--- src/hdl/lp_filter_pkg.sv ---
package lp_filter_pkg;

    ////////////////////////////////////////////////////////////
    // Sizes and widths
    ////////////////////////////////////////////////////////////

    // Samples per block, one per lane
    localparam int NUM_LANES = 8;

    localparam int SAMPLE_W = 12;

    // Previous blocks kept for the tap window
    localparam int HIST_BLOCKS = 4;

    // Kept history plus the current block
    localparam int WINDOW_LEN = (HIST_BLOCKS + 1) * NUM_LANES;

    // Signed Q15 coefficients
    localparam int COEF_W = 18;

    localparam int ACC_W = 36;

    // Removes the Q15 scaling
    localparam int OUT_SHIFT = 15;

    ////////////////////////////////////////////////////////////
    // Half-band coefficients
    ////////////////////////////////////////////////////////////

    // Odd-offset taps fold into symmetric pairs
    localparam int NUM_PAIRS = 8;
    localparam int CENTER_OFFSET = 16;

    // Outer pair first: 1/31, 3/29, 5/27 ... 15/17
    localparam logic signed [COEF_W-1:0] COEF_PAIR [NUM_PAIRS] = '{
        -18'sd23,
        18'sd105,
        -18'sd526,
        18'sd263,
        -18'sd949,
        18'sd1672,
        -18'sd3216,
        18'sd10342
    };

    // One half in Q15
    localparam logic signed [COEF_W-1:0] COEF_CENTER = 18'sd16384;

    ////////////////////////////////////////////////////////////
    // Types
    ////////////////////////////////////////////////////////////

    typedef logic signed [SAMPLE_W-1:0] sample_t;

    // Lane 0 is the oldest sample of the block
    typedef sample_t [NUM_LANES-1:0] block_t;

    // Index 0 is the oldest kept sample, current block on top
    typedef sample_t [WINDOW_LEN-1:0] window_t;

    // Pre-add sums, products and the tap sum
    typedef logic signed [ACC_W-1:0] acc_t;

endpackage
--- src/hdl/block_history_ctrl.sv ---
`timescale 1ns/100ps

module block_history_ctrl (
    input  logic                   clk_i,
    input  logic                   arst_n_i,
    input  logic                   in_valid_i,
    input  lp_filter_pkg::block_t  in_block_i,
    output lp_filter_pkg::window_t window_o,
    output logic [2:0]             stage_valid_o,
    output logic                   out_valid_o
);

    // Index 0 holds the oldest kept block
    lp_filter_pkg::block_t [lp_filter_pkg::HIST_BLOCKS-1:0] hist_q;

    // Window seen by all lanes for one block
    lp_filter_pkg::window_t window_q;

    // Input strobe delayed by 1 to 4 cycles
    logic [3:0] valid_q;

    ////////////////////////////////////////////////////////////
    // Block history
    ////////////////////////////////////////////////////////////

    // Advances only on an input strobe so gaps do not age the data
    always_ff @(posedge clk_i or negedge arst_n_i) begin
        if (!arst_n_i) begin
            hist_q <= '0;
        end else if (in_valid_i) begin
            // Oldest block drops out at index 0
            hist_q <= {in_block_i, hist_q[lp_filter_pkg::HIST_BLOCKS-1:1]};
        end
    end

    ////////////////////////////////////////////////////////////
    // Sample window
    ////////////////////////////////////////////////////////////

    // Old history below, incoming block at the top indices
    always_ff @(posedge clk_i) begin
        if (in_valid_i) begin
            window_q <= {in_block_i, hist_q};
        end
    end

    assign window_o = window_q;

    ////////////////////////////////////////////////////////////
    // Pipeline strobes
    ////////////////////////////////////////////////////////////

    // Bit 0 qualifies the window and lane stage 1
    // Bits 1 and 2 drive lane stages 2 and 3
    // Bit 3 marks the lane outputs as valid
    always_ff @(posedge clk_i or negedge arst_n_i) begin
        if (!arst_n_i) begin
            valid_q <= '0;
        end else begin
            valid_q <= {valid_q[2:0], in_valid_i};
        end
    end

    assign stage_valid_o = valid_q[2:0];
    assign out_valid_o   = valid_q[3];

endmodule

--- config.mk ---
export PLATFORM = sky130hd
export DESIGN_NAME = block_history_ctrl
export DESIGN_NICKNAME = d
export VERILOG_FILES = /design/src/hdl/lp_filter_pkg.sv /design/src/hdl/block_history_ctrl.sv
export SDC_FILE = /design/constraint.sdc
export NUM_CORES = 1
export LEC_CHECK = 0
export BUFFER_PORTS_ARGS = -buffer_cell sky130_fd_sc_hd__buf_2
export CORE_MARGIN = 4
export CORE_UTILIZATION = 54
export CTS_CLUSTER_SIZE = 8
export DETAILED_ROUTE_END_ITERATION = 8
export HOLD_SLACK_MARGIN = 0.1
export PLACE_DENSITY = 0.9
export SLEW_MARGIN = 20
export SYNTH_ARGS = -nofsm -noshare
export SYNTH_HDL_FRONTEND = slang
export SYNTH_SLANG_ARGS = --single-unit
--- constraint.sdc ---
create_clock -name clk_i -period 1.45 [get_ports clk_i]
set_input_delay 0.435 -clock clk_i [delete_from_list [all_inputs] [get_ports clk_i]]
set_output_delay 0.435 -clock clk_i [all_outputs]
set_load 0.005 [all_outputs]
### Word level (Yosys, flattened, before mapping)

Index checks and enable logic that the tools add are counted.

| word-level totals | value |
|---|---|
| input bits | 99 |
| register bits | 868 |
| word-level logic and storage cells | 73 |
| output and inout port bits | 484 |

### Depth between registers and ports, before layout

| depth | value |
|---|---|
| word-level depth | 0 |
| depth in mapped cells | 4 |

### Worst setup path after synthesis

No wires, ideal clock.

| timing path | value |
|---|---|
| kind | input -> register |
| start | input port in_valid_i |
| end | register hist_q[373] (netlist bit) |
| arrival time | 1.221 ns |
| slack | 0.104 ns |
| stages on the path | 4 |
| data required time | 1.325 ns |
| setup time | 0.125 ns |
| path through | buf_2 > buf_6 > buf_6 > mux2_2 |

RTL lines:

| what | RTL line | text |
|---|---|---|
| from (decl) | block_history_ctrl.sv:6 | `input logic in_valid_i,` |
| to (signal assigned) | block_history_ctrl.sv:32 | `hist_q <= {in_block_i, hist_q[lp_filter_pkg::HIST_BLOCKS-1:1]};` |
| to (decl) | block_history_ctrl.sv:14 | `lp_filter_pkg::block_t [lp_filter_pkg::HIST_BLOCKS-1:0] hist_q;` |

No word-level cell between the ends.

### Final worst setup path

| timing path | value |
|---|---|
| start | register window_q, in the netlist window_o[463] |
| end | output port window_o[463] (netlist bit) |

RTL lines:

| what | RTL line | text |
|---|---|---|
| from (decl) | block_history_ctrl.sv:17 | `lp_filter_pkg::window_t window_q;` |
| from (signal assigned) | block_history_ctrl.sv:43 | `window_q <= {in_block_i, hist_q};` |
| to (decl) | block_history_ctrl.sv:8 | `output lp_filter_pkg::window_t window_o,` |

No word-level cell between the ends.

==> flow_metrics.tcl <==
set metrics [dict create \
    path_cells "buf_6" \
    fin_nets 2279 \
    drive_above_1_share 0.522 \
    timing.fmax_ghz 0.578 \
    critical_path.top_delay_family "flip-flops" \
    std_cell_rows 84 \
    rsz0062_at_grt "yes" \
    p_leak_uw 0.0159 \
    ys_warn_count 0 \
    hold_path_class "input port to asynchronous set/reset pin" \
    synth_cell_type_count 6 \
    io_buffers 582 \
    core_area_mm2 0.0528 \
    register_area_mm2 0.0241 \
    drt_iter0_drc 1158 \
    die_w_um 239 \
    slew_headroom 0.774 \
    yosysTopAreaCell "edfxtp_1" \
    path_clk_slew_ns 0.05 \
    tightest_slew_ns 0.340 \
    synthToLayoutAreaGrowth_pct 31.8 \
    fin_crit_sh 1.19 \
    clock_sinks 868 \
    slowest_stage "edfxtp_1" \
    cp_num_cells 1 \
    numCtsBuffers 118 \
    drcViolationCount 0 \
    ys_seq_area_frac 0.834 \
    dieArea_mm2 0.0573 \
    required_ns 1.02 \
    cts-root-buf "clkbuf_16" \
    drtPass1Iterations 5 \
    hpwl_um 45200 \
    n_fill_cell 2801 \
    start_util 0.548 \
    timing.rr.start "hist_q[361]" \
    outcome "complete, but fails checks" \
    grt-ovfl-total 0 \
    yosys_register_bits 868 \
    critPathLaunchType "flop" \
    worstSetupPathType "flop to primary output" \
    crit_buf_inv 1 \
    setup_violations 484 \
    finalWeightedCongestion 0.853 \
    rrSetupSlack_ns 0.52 \
    syn_nets 1394 \
    boundaryPins 583 \
    critPathCaptureType "primary output" \
    crit_fanout 1 \
    crit_arrival_ns 1.30 \
    violations "setup timing" \
    vias_per_cell 5.47 \
    critPathMaxStageDelay_ns 0.46 \
    r2r_cells 1 \
    synth.top_cells.by_area "edfxtp_1 50%, dfrtp_1 34%, mux2_2 14%" \
    ant_nets 0 \
    drv_slew 0 \
    fin_skew_ns 0.0397 \
    die_h_um 239 \
    finalHoldViolCount 0 \
    dp_slack_ns -0.137 \
    synth_top_cell_area_share 0.499 \
    grt_pass1_wl_um 117000 \
    multi_input_area_mm2 0.00432 \
    fin_cells 2973 \
    dpl.cell_count 2646 \
    clk_path_buf_depth 3 \
    grt_max_degree 44 \
    syn_area_per_cell_um2 22.3 \
    power_uw 64200 \
    critPathLaunch "window_o[463]" \
    syn_area_mm2 0.0289 \
    totalWireLength_um 79300 \
    cts_max_level 3 \
    period_needed_ns 1.73 \
    cts_tree "yes" \
    power_density_mw_per_mm2 1690 \
    clock_latency_ns 0.67 \
    grt_pass1_vias 17800 \
    grtUsageTotal 0.274 \
    antenna_found_initial 4 \
    synthCells 1295 \
    setup_ws_ns -0.282 \
    r2r_end "hist_q[361]" \
    num_vias 16300 \
    max_cap_violations 0 \
    avgRoutedWirePerCell_um 26.7 \
    irDropWorstVdd_v 0.00133 \
]
## metal layers
layer / GRT usage / share of wire
met1: 0.302 / 0.33
met4: 0.110 / 0.043
met3: 0.0733 / 0.074
met2: 0.504 / 0.55
met5: 0 / 0.00011
## how the worst max path moves through the flow
stage	endpoint	slack, ns
floorplan	hist_q[373]	0.10
global placement	hist_q[299]	-0.09
detailed placement	hist_q[280]	-0.14
CTS	window_o[267]	-0.29
global route	window_o[463]	-0.30
finish	window_o[463]	-0.28
## cell usage in the layout, fill, tap and decap left out
| master | instances |
|---|---|
| buf_2 | 570 |
| clkbuf_8 | 1 |
| clkbuf_16 | 119 |
| buf_12 | 30 |
| dfrtp_1 | 388 |
| clkinv_16 | 3 |
| edfxtp_1 | 480 |
| clkinv_8 | 2 |
| mux2_1 | 30 |
| buf_4 | 99 |
| diode_2 | 2 |
| clkbuf_1 | 97 |
| mux2_2 | 354 |
| inv_6 | 1 |
| dlygate4sd3_1 | 97 |
| buf_6 | 10 |
| buf_8 | 2 |
## logic make-up after synthesis
logic type	Yosys count	share of synthesized area
buffers and inverters	43	0.0161
DFF	868	0.834
muxes	384	0.150
## power breakdown
group | internal (µW) | switching (µW)
registers | 30100 | 2300
logic | 3040 | 2760
clock network | 15500 | 10600
total | 48600 | 15600
## cell usage after synthesis
cell and n:
dfrtp_1 388, mux2_1 30, edfxtp_1 480, buf_2 3, buf_6 40, mux2_2 354
## area by class of cell
cell class,instances,share of cell area
Tap cell,688,0.0226
Timing Repair Buffer,808,0.139
Clock inverter,6,0.00345
Clock buffer,217,0.0881
Antenna cell,2,0.000131
Sequential cell,868,0.633
Multi-Input combinational cell,384,0.113
## metrics by stage
stage	hold WS (ns)	utilization	area [µm²]	TNS (ns)
final	0.239	0.722	38100	-76.18
after global placement	0.303	0.636	33500	-15.84
after floorplan	0.139	-	28900	0
after detailed placement	0.302	0.636	33500	-26.95
after CTS	0.190	0.721	38000	-94.05
after global routing	0.220	0.722	38100	-100.71
## sequential cells by signal, summed over array words and instances (netlist names)
signal    cells
hist_q      384
valid_q       4
window_o    480
## repair_timing
action | 4_1_cts | 5_1_grt
resized for setup | 2 | 12
pin swaps | 0 | 0
hold buffers | 97 | 0
hold endpoints to repair | 370 | 0
cloned | 0 | 0
setup endpoints to repair | 484 | 484
buffers inserted | 3 | 2
No activity file was read; power rests on OpenSTA's default activity.
