$ cat src/hdl/lp_filter_pkg.sv
package lp_filter_pkg;

    ////////////////////////////////////////////////////////////
    // Sizes and widths
    ////////////////////////////////////////////////////////////

    // Samples per block, one per lane
    localparam int NUM_LANES = 8;

    localparam int SAMPLE_W = 12;

    // Previous blocks kept for the tap window
    localparam int HIST_BLOCKS = 4;

    // Kept history plus the current block
    localparam int WINDOW_LEN = (HIST_BLOCKS + 1) * NUM_LANES;

    // Signed Q15 coefficients
    localparam int COEF_W = 18;

    localparam int ACC_W = 36;

    // Removes the Q15 scaling
    localparam int OUT_SHIFT = 15;

    ////////////////////////////////////////////////////////////
    // Half-band coefficients
    ////////////////////////////////////////////////////////////

    // Odd-offset taps fold into symmetric pairs
    localparam int NUM_PAIRS = 8;
    localparam int CENTER_OFFSET = 16;

    // Outer pair first: 1/31, 3/29, 5/27 ... 15/17
    localparam logic signed [COEF_W-1:0] COEF_PAIR [NUM_PAIRS] = '{
        -18'sd23,
        18'sd105,
        -18'sd526,
        18'sd263,
        -18'sd949,
        18'sd1672,
        -18'sd3216,
        18'sd10342
    };

    // One half in Q15
    localparam logic signed [COEF_W-1:0] COEF_CENTER = 18'sd16384;

    ////////////////////////////////////////////////////////////
    // Types
    ////////////////////////////////////////////////////////////

    typedef logic signed [SAMPLE_W-1:0] sample_t;

    // Lane 0 is the oldest sample of the block
    typedef sample_t [NUM_LANES-1:0] block_t;

    // Index 0 is the oldest kept sample, current block on top
    typedef sample_t [WINDOW_LEN-1:0] window_t;

    // Pre-add sums, products and the tap sum
    typedef logic signed [ACC_W-1:0] acc_t;

endpackage
$ cat src/hdl/fir_lane.sv
`timescale 1ns/100ps

module fir_lane #(
    parameter int LANE = 0
) (
    input  logic                   clk_i,
    input  logic [2:0]             stage_valid_i,
    input  lp_filter_pkg::window_t window_i,
    output lp_filter_pkg::sample_t sample_o
);

    // Window index of this lane's newest sample
    localparam int CUR_IDX = lp_filter_pkg::WINDOW_LEN - lp_filter_pkg::NUM_LANES + LANE;

    // Distance between the two ends of the filter
    localparam int SPAN = 2 * lp_filter_pkg::CENTER_OFFSET;

    // Taps selected from the window
    lp_filter_pkg::sample_t near_tap [lp_filter_pkg::NUM_PAIRS];
    lp_filter_pkg::sample_t far_tap [lp_filter_pkg::NUM_PAIRS];
    lp_filter_pkg::sample_t center_tap;

    // Stage 1 results
    lp_filter_pkg::acc_t pair_q [lp_filter_pkg::NUM_PAIRS];
    lp_filter_pkg::acc_t center_q;

    // Stage 2 results
    lp_filter_pkg::acc_t prod_q [lp_filter_pkg::NUM_PAIRS];
    lp_filter_pkg::acc_t center_prod_q;

    // Stage 3
    lp_filter_pkg::acc_t tap_sum;
    lp_filter_pkg::sample_t sample_q;

    ////////////////////////////////////////////////////////////
    // Tap selection
    ////////////////////////////////////////////////////////////

    // Pair p covers offsets 2p+1 and 32-(2p+1)
    for (genvar p = 0; p < lp_filter_pkg::NUM_PAIRS; p++) begin : g_taps
        localparam int OFFS = 2 * p + 1;

        assign near_tap[p] = window_i[CUR_IDX - OFFS];
        assign far_tap[p]  = window_i[CUR_IDX - SPAN + OFFS];
    end

    assign center_tap = window_i[CUR_IDX - lp_filter_pkg::CENTER_OFFSET];

    ////////////////////////////////////////////////////////////
    // Stage 1: symmetric pre-add
    ////////////////////////////////////////////////////////////

    always_ff @(posedge clk_i) begin
        if (stage_valid_i[0]) begin
            for (int p = 0; p < lp_filter_pkg::NUM_PAIRS; p++) begin
                // Sign-extend both samples before the add
                pair_q[p] <= lp_filter_pkg::acc_t'(near_tap[p])
                           + lp_filter_pkg::acc_t'(far_tap[p]);
            end
            center_q <= lp_filter_pkg::acc_t'(center_tap);
        end
    end

    ////////////////////////////////////////////////////////////
    // Stage 2: coefficient multiply
    ////////////////////////////////////////////////////////////

    always_ff @(posedge clk_i) begin
        if (stage_valid_i[1]) begin
            for (int p = 0; p < lp_filter_pkg::NUM_PAIRS; p++) begin
                prod_q[p] <= pair_q[p] * lp_filter_pkg::acc_t'(lp_filter_pkg::COEF_PAIR[p]);
            end
            center_prod_q <= center_q * lp_filter_pkg::acc_t'(lp_filter_pkg::COEF_CENTER);
        end
    end

    ////////////////////////////////////////////////////////////
    // Stage 3: sum and truncate
    ////////////////////////////////////////////////////////////

    // Nine products, far below the accumulator range
    always_comb begin
        tap_sum = center_prod_q;
        for (int p = 0; p < lp_filter_pkg::NUM_PAIRS; p++) begin
            tap_sum = tap_sum + prod_q[p];
        end
    end

    // Arithmetic shift gives floor rounding
    // Keeping the low bits wraps on overflow
    always_ff @(posedge clk_i) begin
        if (stage_valid_i[2]) begin
            sample_q <= lp_filter_pkg::sample_t'(tap_sum >>> lp_filter_pkg::OUT_SHIFT);
        end
    end

    assign sample_o = sample_q;

endmodule

$ cat config.mk
export PLATFORM = sky130hd
export DESIGN_NAME = fir_lane
export DESIGN_NICKNAME = d
export VERILOG_FILES = /design/src/hdl/lp_filter_pkg.sv /design/src/hdl/fir_lane.sv
export SDC_FILE = /design/constraint.sdc
export NUM_CORES = 2
export LEC_CHECK = 0
export ABC_AREA = 1
export BUFFER_PORTS_ARGS = -buffer_cell sky130_fd_sc_hd__clkbuf_2
export CORE_ASPECT_RATIO = 0.8
export CORE_MARGIN = 1.5
export CORE_UTILIZATION = 50
export DETAILED_ROUTE_END_ITERATION = 7
export HOLD_SLACK_MARGIN = 0.05
export PLACE_DENSITY = 0.76
export SLEW_MARGIN = 10
export SYNTH_ARGS = -nofsm -noshare
export SYNTH_HDL_FRONTEND = slang
export SYNTH_SLANG_ARGS = --single-unit
$ cat constraint.sdc
create_clock -name clk_i -period 7 [get_ports clk_i]
set_clock_uncertainty 0.2 [all_clocks]
set_input_delay 1.05 -clock clk_i [delete_from_list [all_inputs] [get_ports clk_i]]
set_output_delay 1.05 -clock clk_i [all_outputs]
set_load 0.01 [all_outputs]
---- Word level (Yosys, flattened, before mapping) ----
Memories as Yosys holds them, arrays and structs flattened.
Cells that the tools add are included.
cells by class
  mux-type cells .......................... 4
  $add $sub $neg .......................... 16
  $mul .................................... 8
  shifts and indexed selects .............. 0
  div/mod/pow operators ................... 0
  equality and inequality tests ........... 0
  reduce and logical (&&, ||, !) cells .... 0
  bitwise logic cells ..................... 0
  magnitude comparators ................... 0
operators with widths
  kind                    count
  $add 27x27->27          7
  $add 12x12->13          8
  $mul 36x10->35 const B  1
  $mul 36x10->36 const B  1
  $mul 36x11->36 const B  1
  $mul 36x14->35 const B  1
  $mul 36x6->36 const B   1
  $mul 36x8->36 const B   1
  $mul 36x9->32 const B   1
  $mul 36x9->33 const B   1
  $add 26x27->27          1
  $mux 1                  4
word-level totals
  bits of input ports ..................... 484
  logic and storage cells ................. 33
  register bits after elaboration ......... 36
  bits in writable memories ............... 576
  output and inout port bits .............. 12
  bits in read-only memories .............. 0
  memories kept ........................... 2
  latch bits .............................. 0
memories
  memory  words  bits a word  read ports  clocked after Yosys merged registers in  wr ports  RTL line        text
  pair_q  8      36           8           0                                        8         fir_lane.sv:24  lp_filter_pkg::acc_t pair_q [lp_filter_pkg::NUM_PAIRS];
  prod_q  8      36           8           0                                        8         fir_lane.sv:28  lp_filter_pkg::acc_t prod_q [lp_filter_pkg::NUM_PAIRS];

---- Longest topological paths before layout ----
An unclocked memory read counts as a cell.
  depth in word-level cells ............... 9
  depth in mapped cells ................... 21
  gate-level depth less buffers ........... 21

---- Least setup slack after synthesis ----
OpenSTA, ideal clock, no wires.
  path type ............................... reg-to-reg
  start ................................... mem pair_q[0][107] in the netlist's numbering
  end ..................................... mem prod_q[0][97] in the netlist's numbering, data pin
  data arrival time ....................... 4723 ps
  setup slack ............................. 1819 ps
  clock period less this slack ............ 5181 ps
  cell stages (with the launch flop) ...... 18
  required time ........................... 6542 ps
  buffers on the path ..................... 0
  library setup time ...................... 258 ps
  cells stage by stage .................... edfxtp_1 inv_1 fa_1 inv_1 fa_1 fa_1 fa_1 inv_1 fa_1 inv_1 ha_1 nand2_1 inv_1 nand2_1 nor3_1 nand4_1 nand3_1 xor2_1
RTL lines
  item             RTL line
  start, declared  fir_lane.sv:24
  end, declared    fir_lane.sv:28

==> summary.txt <==
Clock tree
  • Htree depth: 2
  • Worst-skew pair later-pin latency: roughly 600 ps
  • Number of cells upsized or downsized after cts: 0
  • Max Buffers Root-to-Sink: 3
  • CTS Sinks: 347
  • Post-CTS Setup Repair Bufs: 0
  • TritonCTS clock tree: built
  • Clock root cell: clkbuf_16
  • # hold bufs at CTS: 0
  • TritonCTS Buffers: 40
  • Clock Pin Slew Worst Setup and Hold Paths: roughly 60 ps

Timing
  • Final setup TNS: 0 ps
  • Rel. slew slack: 0.2852
  • Worst-Margin Slew: 1072 ps
  • Final Max Tran Viols: 0
  • RSZ-0062 raised after global routing: false
  • Period Utilization, post-route: 0.7559
  • Fin Hold WS: 218.5 ps
  • Min Clock Period, post-route: roughly 5300 ps
  • Peak Freq: about 190 MHz
  • Final Setup Violations: 0
  • Fin. Hold Viols: 0

Floorplan
  • Total I/O pin count: 496
  • Core area: approximately 80000 sq um
  • Die area: 84260 sq um
  • Initial Util: 0.5033
  • Row count: 94
  • Die Height: between 200 and 300 um
  • Die X: 324.2 um

Routing
  • Via density: between 5 and 6
  • DRC Markers: 0
  • DR WL/cell: 15.71 um
  • Antenna viol nets, final: 0
  • DR vias: approximately 30000
  • Routed WL: 92.11 mm
  • TritonRoute pass-1 iters: 6
  • Initial DRC count: around 2000

Global route
  • Largest net degree at the start of global routing: about 180
  • Grt total ovfl: 0
  • Vias in the first global route: ~30000
  • All-layer global routing usage: 0.2271
  • First-pass GRT wire length: ~150 mm
  • Initial antenna violation count: 3

Synthesis
  • Yosys top cell by area: edfxtp_1
  • Top cells by count, synth: inv_1, ha_1, nand2_1
  • Post-synth EDFFs: 347
  • Yosys top cell area share: 0.2525
  • Sequential fraction of the synthesis area: 0.2525
  • Syn Area/Cell: a little over 9 sq um
  • Async S/R FF share, synth: 0
  • Most frequent cell after synthesis: inv_1
  • Mapped Area: around 41000 sq um
  • Largest cells by area after synthesis: edfxtp_1, ha_1, fa_1, inv_1, nand2_1
  • Mapped Cells: about 4500
  • Synth Register Bits: ~350
  • Synth cell types: 45
  • YS warnings: 0
  • Syn nets: approximately 6000
  • Top FF cell, synth: edfxtp_1

Worst hold path
  • HP Class: reg2reg
  • Hold depth: 0

Layout
  • Fin nets: between 6000 and 7000
  • # fillers: 7254
  • Area growth syn-to-layout: 9.428%
  • Share of layout cells above drive strength 1: 0.06748

Placed design
  • DPL Wire Length: slightly below 80 mm
  • IO buf count: ~220
  • Final Wtd Congestion: 0.9422

Critical path
  • Slowest stage cell on the critical path: fa_1
  • CP Launch Type: flop
  • Max incr delay on CP: about 540 ps
  • Reg2reg path depth: 17
  • CP Data Required Time: just over 7000 ps
  • Cells traversed along the worst timing path: inv_1, fa_1, inv_1, fa_1, fa_1, fa_1, inv_1, fa_1, inv_1, ha_1, a21oi_1, a21boi_1, nor2_1, nor2_1, nand2_1, nand2_1, nand2_1
  • Nature of the critical path endpoint: flop
  • Critical path fanouts, max: 6
  • Most common cell on crit path: fa_1
  • Worst Path Arrival: 5450 ps
  • Crit Path Category: reg2reg

Status
  • Status: finished, final reports clean

Job
  • Max cap viols: 0
==> logic make-up (layout without fill, tap and decap cells) <==
kind of cell | count (synthesis) | in the layout | synth area share
buffers and inverters | 1126 | 1413 | 0.1027
DFF | 347 | 347 | 0.2525
adders and majority gates | 1092 | 1092 | 0.4070
other | 0 | 1 | 0
AOI/OAI and AO/OA | 518 | 518 | 0.06932
and+or+nand+nor | 1125 | 1125 | 0.1128
xor gates and xnor gates | 262 | 262 | 0.05562
==> worst paths after layout <==
kind | from | endpoint | slack [ps]
worst min-delay path | center_q[11]$_DFFE_PP_ | center_prod_q[25]$_DFFE_PP_ | 220
worst max register to register | pair_q[0][83]$_DFFE_PP_ | prod_q[0][93]$_DFFE_PP_ | 1710
worst min register to register | center_q[11]$_DFFE_PP_ | center_prod_q[25]$_DFFE_PP_ | 220
worst max-delay path | pair_q[0][83]$_DFFE_PP_ | prod_q[0][93]$_DFFE_PP_ | 1710
==> worst max-delay path, delay by kind of cell (launching register included) <==
kind,cells,cell delay [ps]
compound gates,2,680
fa+ha+maj,6,2920
buf+inv,4,340
flops,1,530
simple gates,5,380
==> layout make-up <==
class / count / area (sq um) / share of cell area
Antenna cell: 1 / 2.502 / 0.00005542
Clock buffer: 45 / 1020 / 0.02259
Clock inverter: 27 / 374.1 / 0.008286
Inverter: 1117 / 4193 / 0.09286
Multi-Input combinational cell: 2997 / 26600 / 0.5892
Sequential cell: 347 / 10420 / 0.2308
Tap cell: 1104 / 1381 / 0.03059
Timing Repair Buffer: 224 / 1157 / 0.02563
==> state kept, by name, summed over array words and instances (netlist names) <==
register       count
center_q          12
prod_q           207
pair_q           104
sample_o          12
center_prod_q     12
==> per-stage QoR <==
| step | setup slack, ps | util | cells | area (sq um) |
|---|---|---|---|---|
| after floorplan | 1819 | - | 4470 | 41260 |
| after global placement | 1756 | 0.5337 | 5789 | 43750 |
| after detailed placement | 1701 | 0.5337 | 5789 | 43750 |
| after CTS | 1708 | 0.5507 | 5861 | 45150 |
| after global routing | 1278 | 0.5507 | 5861 | 45150 |
| final | 1708 | 0.5508 | 5862 | 45150 |
==> cell usage in the layout, fill, tap and decap left out, types with 40 or more instances in the layout <==
master | netlist | final
a21oi_1 | 263 | 263
clkbuf_16 | 0 | 40
clkbuf_2 | 1 | 217
edfxtp_1 | 347 | 347
fa_1 | 417 | 417
ha_1 | 675 | 675
inv_1 | 1116 | 1116
nand2_1 | 637 | 637
nand3_1 | 154 | 154
nand4_1 | 44 | 44
nor2_1 | 232 | 232
o21ai_0 | 154 | 154
xnor2_1 | 89 | 89
xor2_1 | 173 | 173
==> routing by layer <==
layer	part of all wire	track usage	wire [um]
met5	0.00012	0	11
met2	0.43	0.3457	39260
met3	0.067	0.04197	6137
met1	0.48	0.3318	44270
met4	0.026	0.06101	2435
Power is left out: the tool's default activity adds up to more than one toggle a clock period on the data nets, which glitch-free logic cannot reach.
